--- src/logic/sysbus_defs.svh ---
`ifndef SYSBUS_DEFS_SVH
`define SYSBUS_DEFS_SVH

// ------------------------------
// system bus sizing
// ------------------------------

// word address bits of the internal memory
// block 0 only, so addresses 0..255
`define MEM_ADDR_BITS 8

// cycles a master waits for ok before giving up
`define BUS_TIMEOUT 16

// length of the bus clear in cycles
`define CLEAR_CYCLES 8

`endif

--- src/logic/sysbus_pkg.sv ---
package sysbus_pkg;

	// ------------------------------
	// bus lines of one unit
	// ------------------------------

	// each unit drives one of these, the switch ORs them together
	typedef struct packed {
		logic w;           // write request
		logic r;           // read request
		logic cl;          // bus clear
		logic ok;          // acknowledge
		logic [3:0] nb;    // memory block
		logic [15:0] ad;   // word address
		logic [15:0] dt;   // data
	} sysbus_t;

	// ------------------------------
	// port side transfers
	// ------------------------------

	// request word taken on the valid/ready port
	typedef struct packed {
		logic write;
		logic [3:0] nb;
		logic [15:0] ad;
		logic [15:0] dt;
	} bus_req_t;

	// nomem when nobody answered within the timeout
	typedef enum logic [0:0] {
		RSP_OK    = 1'b0,
		RSP_NOMEM = 1'b1
	} rsp_status_e;

	// read data, or zero on writes and nomem
	typedef struct packed {
		logic [15:0] dt;
		rsp_status_e status;
	} bus_rsp_t;

endpackage

--- src/logic/bus_master.sv ---
`timescale 1ns/1ps

`include "sysbus_defs.svh"

module bus_master (
	input  logic clk_sys,
	input  logic rst_n,
	// request port
	input  sysbus_pkg::bus_req_t req,
	input  logic req_valid,
	output logic req_ready,
	// response port
	output sysbus_pkg::bus_rsp_t rsp,
	output logic rsp_valid,
	input  logic rsp_ready,
	// reservation
	output logic zg,
	input  logic zw,
	// bus
	output sysbus_pkg::sysbus_t drv,
	input  sysbus_pkg::sysbus_t bus_rcv
);

	localparam int TMO_W = $clog2(`BUS_TIMEOUT + 1);

	typedef enum logic [1:0] {
		S_IDLE,
		S_RESERVE,
		S_XFER,
		S_RESPOND
	} state_e;

	state_e state;
	logic armed_q;                     // first clear has been seen
	logic [TMO_W-1:0] tmo_cnt;
	sysbus_pkg::bus_req_t req_q;
	sysbus_pkg::bus_rsp_t rsp_q;

	// ------------------------------
	// port handshakes
	// ------------------------------

	// no requests before the first clear or while clear is up
	assign req_ready = (state == S_IDLE) && armed_q && !bus_rcv.cl;
	assign rsp_valid = (state == S_RESPOND);
	assign rsp = rsp_q;

	// ------------------------------
	// control FSM
	// ------------------------------

	always_ff @(posedge clk_sys or negedge rst_n) begin
		if (!rst_n) begin
			state   <= S_IDLE;
			armed_q <= 1'b0;
			tmo_cnt <= '0;
		end else begin
			armed_q <= armed_q | bus_rcv.cl;
			if (bus_rcv.cl) begin
				// abort, no response for the dropped transfer
				state <= S_IDLE;
			end else begin
				case (state)
					S_IDLE: if (req_valid && req_ready) state <= S_RESERVE;
					// wait for grant and for the last ok to go away
					S_RESERVE: if (zw && !bus_rcv.ok) begin
						state   <= S_XFER;
						tmo_cnt <= '0;
					end
					S_XFER: if (bus_rcv.ok) begin
						state <= S_RESPOND;
					end else if (tmo_cnt == TMO_W'(`BUS_TIMEOUT - 1)) begin
						// silent bus, report missing memory
						state <= S_RESPOND;
					end else begin
						tmo_cnt <= tmo_cnt + 1'b1;
					end
					S_RESPOND: if (rsp_ready) state <= S_IDLE;
					default: state <= S_IDLE;
				endcase
			end
		end
	end

	// ------------------------------
	// payload
	// ------------------------------

	always_ff @(posedge clk_sys) begin
		if (state == S_IDLE && req_valid && req_ready) req_q <= req;
		if (state == S_XFER) begin
			if (bus_rcv.ok) begin
				// writes return zero data
				rsp_q.dt     <= req_q.write ? 16'h0000 : bus_rcv.dt;
				rsp_q.status <= sysbus_pkg::RSP_OK;
			end else begin
				rsp_q.dt     <= 16'h0000;
				rsp_q.status <= sysbus_pkg::RSP_NOMEM;
			end
		end
	end

	// reservation held until the transfer ends
	assign zg = (state == S_RESERVE) || (state == S_XFER);

	// drive the bus only while transferring, zeros otherwise
	always_comb begin
		drv = '0;
		if (state == S_XFER) begin
			drv.w  = req_q.write;
			drv.r  = !req_q.write;
			drv.nb = req_q.nb;
			drv.ad = req_q.ad;
			drv.dt = req_q.write ? req_q.dt : 16'h0000;
		end
	end

endmodule

--- src/logic/bus_memory.sv ---
`timescale 1ns/1ps

`include "sysbus_defs.svh"

module bus_memory (
	input  logic clk_sys,
	input  logic rst_n,
	input  sysbus_pkg::sysbus_t bus_rcv,
	output sysbus_pkg::sysbus_t drv
);

	localparam int DEPTH = 1 << `MEM_ADDR_BITS;

	logic [15:0] mem [0:DEPTH-1];
	logic [`MEM_ADDR_BITS-1:0] word_addr;
	logic hit;
	logic req_on;
	logic ok_q;
	logic rd_q;                        // answering a read
	logic [15:0] rd_data;

	// ------------------------------
	// address decode
	// ------------------------------

	assign word_addr = bus_rcv.ad[`MEM_ADDR_BITS-1:0];

	// block 0 and below the memory size only
	assign hit = (bus_rcv.nb == 4'd0) && (bus_rcv.ad[15:`MEM_ADDR_BITS] == '0);

	// request for us, ignored while the bus is cleared
	assign req_on = (bus_rcv.r || bus_rcv.w) && hit && !bus_rcv.cl;

	// ------------------------------
	// four-phase answer
	// ------------------------------

	// ok follows r/w by one cycle, both on the way up and down
	always_ff @(posedge clk_sys or negedge rst_n) begin
		if (!rst_n) begin
			ok_q <= 1'b0;
			rd_q <= 1'b0;
		end else begin
			ok_q <= req_on;
			rd_q <= req_on && bus_rcv.r;
		end
	end

	// store once, on the edge where ok rises
	always_ff @(posedge clk_sys) begin
		if (req_on && bus_rcv.w && !ok_q) mem[word_addr] <= bus_rcv.dt;
	end

	// read data captured with ok, held for the whole answer
	always_ff @(posedge clk_sys) begin
		if (req_on && bus_rcv.r && !ok_q) rd_data <= mem[word_addr];
	end

	// only ok and read data, the rest stays low
	always_comb begin
		drv    = '0;
		drv.ok = ok_q;
		drv.dt = rd_q ? rd_data : 16'h0000;
	end

endmodule

--- src/logic/bus_switch.sv ---
`timescale 1ns/1ps

module bus_switch (
	input  logic clk_sys,
	input  logic rst_n,
	// unit drivers
	input  sysbus_pkg::sysbus_t cpu_drv,
	input  sysbus_pkg::sysbus_t io_drv,
	input  sysbus_pkg::sysbus_t mem_drv,
	input  sysbus_pkg::sysbus_t clr_drv,
	// reservation, bit 0 is the cpu port
	input  logic [1:0] zg,
	output logic [1:0] zw,
	// receiver view shared by all units
	output sysbus_pkg::sysbus_t bus_rcv
);

	// current owner, one-hot or zero
	logic [1:0] grant_q;
	logic owner_holds;

	// ------------------------------
	// wired bus
	// ------------------------------

	// open collector emulation
	// idle units drive zeros, so a plain OR gives the wired result
	assign bus_rcv = cpu_drv | io_drv | mem_drv | clr_drv;

	// ------------------------------
	// reservation
	// ------------------------------

	// owner still asking for the bus
	assign owner_holds = |(grant_q & zg);

	always_ff @(posedge clk_sys or negedge rst_n) begin
		if (!rst_n) begin
			grant_q <= 2'b00;
		end else if (bus_rcv.cl) begin
			// clear drops any reservation
			grant_q <= 2'b00;
		end else if (!owner_holds) begin
			// free or released, cpu port wins ties
			if (zg[0]) begin
				grant_q <= 2'b01;
			end else if (zg[1]) begin
				grant_q <= 2'b10;
			end else begin
				grant_q <= 2'b00;
			end
		end
	end

	// grant only shows while the owner keeps zg up
	// drops in the same cycle as zg
	assign zw = grant_q & zg;

endmodule

--- src/logic/power_clear.sv ---
`timescale 1ns/1ps

`include "sysbus_defs.svh"

module power_clear (
	input  logic clk_sys,
	input  logic rst_n,
	input  logic clear_req,
	output sysbus_pkg::sysbus_t drv
);

	localparam int CNT_W = $clog2(`CLEAR_CYCLES + 1);

	logic pending_q;                   // clear still owed after reset
	logic [CNT_W-1:0] cnt;

	// ------------------------------
	// clear stretcher
	// ------------------------------

	// reset release or operator request loads the count
	// a request during a clear starts it over
	always_ff @(posedge clk_sys or negedge rst_n) begin
		if (!rst_n) begin
			pending_q <= 1'b1;
			cnt       <= '0;
		end else begin
			pending_q <= 1'b0;
			if (pending_q || clear_req) begin
				cnt <= CNT_W'(`CLEAR_CYCLES);
			end else if (cnt != '0) begin
				cnt <= cnt - 1'b1;
			end
		end
	end

	// cl only, nothing else on the bus
	always_comb begin
		drv    = '0;
		drv.cl = (cnt != '0);
	end

endmodule

--- src/logic/sysbus_top.sv ---
`timescale 1ns/1ps

module sysbus_top (
	input  logic clk_sys,
	input  logic rst_n,
	input  logic clear_req,
	// cpu port
	input  sysbus_pkg::bus_req_t cpu_req,
	input  logic cpu_req_valid,
	output logic cpu_req_ready,
	output sysbus_pkg::bus_rsp_t cpu_rsp,
	output logic cpu_rsp_valid,
	input  logic cpu_rsp_ready,
	// i/o port
	input  sysbus_pkg::bus_req_t io_req,
	input  logic io_req_valid,
	output logic io_req_ready,
	output sysbus_pkg::bus_rsp_t io_rsp,
	output logic io_rsp_valid,
	input  logic io_rsp_ready
);

	// ------------------------------
	// bus wiring
	// ------------------------------

	// one driver per unit, one shared receiver view
	sysbus_pkg::sysbus_t cpu_drv, io_drv, mem_drv, clr_drv;
	sysbus_pkg::sysbus_t bus_rcv;

	// reservation, bit 0 cpu, bit 1 i/o
	logic [1:0] zg;
	logic [1:0] zw;

	bus_switch u_switch (
		.clk_sys(clk_sys), .rst_n(rst_n),
		.cpu_drv(cpu_drv), .io_drv(io_drv), .mem_drv(mem_drv), .clr_drv(clr_drv),
		.zg(zg), .zw(zw), .bus_rcv(bus_rcv)
	);

	// ------------------------------
	// bus masters
	// ------------------------------

	bus_master u_cpu_master (
		.clk_sys(clk_sys), .rst_n(rst_n),
		.req(cpu_req), .req_valid(cpu_req_valid), .req_ready(cpu_req_ready),
		.rsp(cpu_rsp), .rsp_valid(cpu_rsp_valid), .rsp_ready(cpu_rsp_ready),
		.zg(zg[0]), .zw(zw[0]), .drv(cpu_drv), .bus_rcv(bus_rcv)
	);

	bus_master u_io_master (
		.clk_sys(clk_sys), .rst_n(rst_n),
		.req(io_req), .req_valid(io_req_valid), .req_ready(io_req_ready),
		.rsp(io_rsp), .rsp_valid(io_rsp_valid), .rsp_ready(io_rsp_ready),
		.zg(zg[1]), .zw(zw[1]), .drv(io_drv), .bus_rcv(bus_rcv)
	);

	// ------------------------------
	// memory and power/clear
	// ------------------------------

	bus_memory u_memory (
		.clk_sys(clk_sys), .rst_n(rst_n),
		.bus_rcv(bus_rcv), .drv(mem_drv)
	);

	power_clear u_power_clear (
		.clk_sys(clk_sys), .rst_n(rst_n),
		.clear_req(clear_req), .drv(clr_drv)
	);

endmodule

--- config.mk ---
export PLATFORM = sky130hd
export DESIGN_NAME = sysbus_top
export DESIGN_NICKNAME = d
export VERILOG_FILES = /design/src/logic/sysbus_pkg.sv /design/src/logic/bus_master.sv /design/src/logic/bus_memory.sv /design/src/logic/bus_switch.sv /design/src/logic/power_clear.sv /design/src/logic/sysbus_top.sv
export VERILOG_INCLUDE_DIRS = /design/src /design/src/logic
export SDC_FILE = /design/constraint.sdc
export NUM_CORES = 2
export LEC_CHECK = 0
export BUFFER_PORTS_ARGS = -buffer_cell sky130_fd_sc_hd__buf_2
export CORE_MARGIN = 2
export CORE_UTILIZATION = 50
export DETAILED_ROUTE_END_ITERATION = 6
export GPL_ROUTABILITY_DRIVEN = 0
export PLACE_DENSITY_LB_ADDON = 0.1
export RECOVER_POWER = 100
export SLEW_MARGIN = 25
export SYNTH_ARGS = -nofsm -noshare
export SYNTH_HDL_FRONTEND = slang
export SYNTH_SLANG_ARGS = --single-unit
--- constraint.sdc ---
create_clock -name clk_sys -period 9.77 [get_ports clk_sys]
set_clock_uncertainty 0.2 [all_clocks]
set_input_delay 0.4885 -clock clk_sys [delete_from_list [all_inputs] [get_ports clk_sys]]
set_output_delay 0.4885 -clock clk_sys [all_outputs]
set_load 0.02 [all_outputs]
==> metrics.csv <==
metric,value,unit
cts-resized-gates,0,
ir_drop,0.000153,V
powerDensity,205,nW/um^2
initial_utilization,50.2,%
holdWs,65.6,ps
die_h,561,microns
clock-sinks,4245,
tritoncts,done,
critPathKind,reg2reg,
grt_pass1_vias,86911,
htree_levels,5,
setup_violations,0,
crit_arrival,8400,ps
final_antenna_net_count,0,
fin_total_pwr,36.2,mW
postPlaceCellArea,162000,sq um
first_iter_violations,17562,
fin_setup_tns,0,ps
ys.flop_type,edfxtp_1,
startpoint,u_io_master.state[0],
post-route-util,57.2,%
grt_pass1_wl,664000,microns
crit_required,10130,ps
route.vias.total,91364,
combPwrFrac,0.2,%
numCtsBuffers,432,
syn_area_per_cell,17.5,sq um
fmax,0.124,GHz
insertion_delay,990,ps
netlist_instances,8887,
post_drt_wl_per_cell,34.2,microns
overflow,0,
cellLeakagePower,44.8,nW
synth_area,155000,sq um
dieArea,315000,sq um
min_period,8040,ps
fillers,23463,
p_int,29.1,mW
ff2ff_path_depth,10,
nets,9374,
tightest_slew,3940,ps
root_buffer,clkbuf_16,
dr.pass1.iters,7,
slew_headroom,-163,%
yosysTopAreaCell,edfxtp_1,
crit_chain,inv_1 > ha_1 > nand2_1 > o311ai_0 > buf_4 > clkbuf_1 > nand2_2 > buf_4 > nor2_1 > clkbuf_1,
dieWidth,561,microns
p_sw,7.10,mW
ios,119,
hold_violations,0,
slowest_stage,clkbuf_1,
crit_path_end_kind,flip-flop,
pwr-share-seq,54.5,%
critPathMaxStageDelay,1360,ps
fin_crit_sh,82.3,%
core,309000,sq um
dp_hpwl,258000,microns
cp_num_buf_inv,5,
swShare,19.6,%
slew_violations,2062,
viasPerCell,6.63,
worst_path_dominant_cell_family,buffers and inverters,
ctsLongestPathBuffers,4,
worstHoldPathType,in2reg,
synth_top_area_share,81.7,%
failed_checks,"design-rule violations, max-capacitance violations, max-slew violations",
rrSetupSlack,1730,ps
r2r-start,u_io_master.state[0],
worstReg2RegEnd,u_memory.mem[90][3],
drive_gt1_share,10.2,%
fin_area,177000,sq um
whs_endpoint,u_cpu_master.req_q[24],
rows,204,
layout_commonest_cell,edfxtp_1,
hold_depth,2,
min_from,cpu_req[24],
cp_max_fo,47,
antenna_found_initial,30,
synth_edf_count,4220,
area_delta_synth_final,14.0,%
syn_nets,8983,
critPathLaunchType,flip-flop,
drt_wl_total,472000,microns
ys_types,56,
synth.area.top_cells,"edfxtp_1, a222oi_1, a21oi_1, nand2_1, o41ai_1",
rsz0062_at_grt,false,
ys_ff_latch,4245,
clock_power_share,45.3,%
portBuffers,118,
drc,172,
status,"complete, but fails checks",
maxCapViolCount,67,
ys_seq_area_share,82.1,%
path_clk_slew,60,ps
final_cell_mix,"edfxtp_1, nand2_1, a222oi_1",
grt_max_degree,173,
synthArstFlopShare,0.589,%
grtUsageTotal,29.3,%
synth_warnings,0,
[registers in the layout, indices dropped and copies added (netlist names)]
| name | cells |
|---|---|
| u_power_clear.cnt | 4 |
| u_cpu_master.req_q | 37 |
| u_memory.rd_data | 16 |
| u_memory.rd_q | 1 |
| u_cpu_master.tmo_cnt | 5 |
| u_io_master.state | 2 |
| u_switch.grant_q | 2 |
| u_io_master.armed_q | 1 |
| u_memory.ok_q | 1 |
| u_power_clear.pending_q | 1 |
| u_cpu_master.rsp | 17 |
| u_io_master.req_q | 37 |
| u_io_master.tmo_cnt | 5 |
| u_cpu_master.state | 2 |
| u_cpu_master.armed_q | 1 |
| u_io_master.rsp | 17 |
| u_memory.mem | 4096 |
[power by group through the flow]
stage | logic [mW] | registers, mW | clock network [mW]
2_1_floorplan | 0.0158 | 20.1 | 0
3_3_place_gp | 0.0490 | 20.1 | 0
3_5_place_dp | 0.0507 | 20.1 | 0
4_1_cts | 0.0905 | 19.7 | 16.6
5_1_grt | 0.0944 | 19.7 | 17.3
6_report | 0.0905 | 19.7 | 16.4
[cell families after synthesis]
logic type	count (synthesis)	synth area share (%)
flops	4245	82.1
compound gates	2447	12.1
simple gates	1466	3.73
buf+inv	707	1.91
fa+ha+maj	15	0.121
xor+xnor	4	0.0226
mux	2	0.0129
other cells	1	0.00242
[synthesized netlist by cell type (4+ instances only)]
cell / number
edfxtp_1: 4220
nand2_1: 1063
a222oi_1: 1040
a21oi_1: 1037
clkbuf_1: 514
nor2_1: 304
o41ai_1: 256
buf_2: 89
a41oi_1: 64
inv_1: 39
buf_1: 35
dfrtp_1: 24
buf_6: 23
o21ai_0: 22
nand2b_1: 20
or4_1: 16
ha_1: 15
and2_1: 10
nand3_1: 9
nor2b_1: 9
nor3_1: 8
buf_4: 7
nor4_1: 6
and3_1: 4
or3_1: 4
[timing repair]
action                                 4_1_cts  5_1_grt
setup endpoints to repair                    0        0
endpoints found under the hold margin      144       35
hold buffers                               123        1
setup buffers                                0        0
[per-layer routing]
| metal | GRT usage, % | vias up | wire [microns] |
|---|---|---|---|
| met3 | 5.92 | 793 | 52100 |
| met1 | 42.5 | 47029 | 187000 |
| li1 | - | 37933 | - |
| met4 | 10.3 | 26 | 17900 |
| met5 | 0 | - | 182 |
| met2 | 44.5 | 5583 | 215000 |
[metrics by stage]
step	std cells	setup WS, ps
finish	13785	1730
detailed placement	12835	3490
global route	13772	1590
global placement	12830	3060
floorplan	8887	3950
CTS	13762	3460
[area by class of cell]
class / instances / area (sq um) / share of cell area, %
multi-input cells: 3935 / 25600 / 14.5
flip-flops and latches: 4245 / 127000 / 72.0
well taps: 4120 / 5150 / 2.92
clock inverters: 300 / 2990 / 1.69
clock buffers: 504 / 11100 / 6.28
inverters: 39 / 256 / 0.145
repair buffers: 625 / 4300 / 2.43
diodes: 17 / 42.5 / 0.0241
[how the worst max path moves through the flow]
stage / end / cells after the start
4_1_cts: u_memory.rd_data[6] / 11
2_1_floorplan: u_memory.mem[0][10] / 8
3_3_place_gp: u_memory.rd_data[4] / 11
3_5_place_dp: u_memory.rd_data[6] / 11
5_1_grt: u_memory.mem[19][12] / 11
6_report: u_memory.mem[90][3] / 10
No activity file was read; power rests on OpenSTA's default activity.
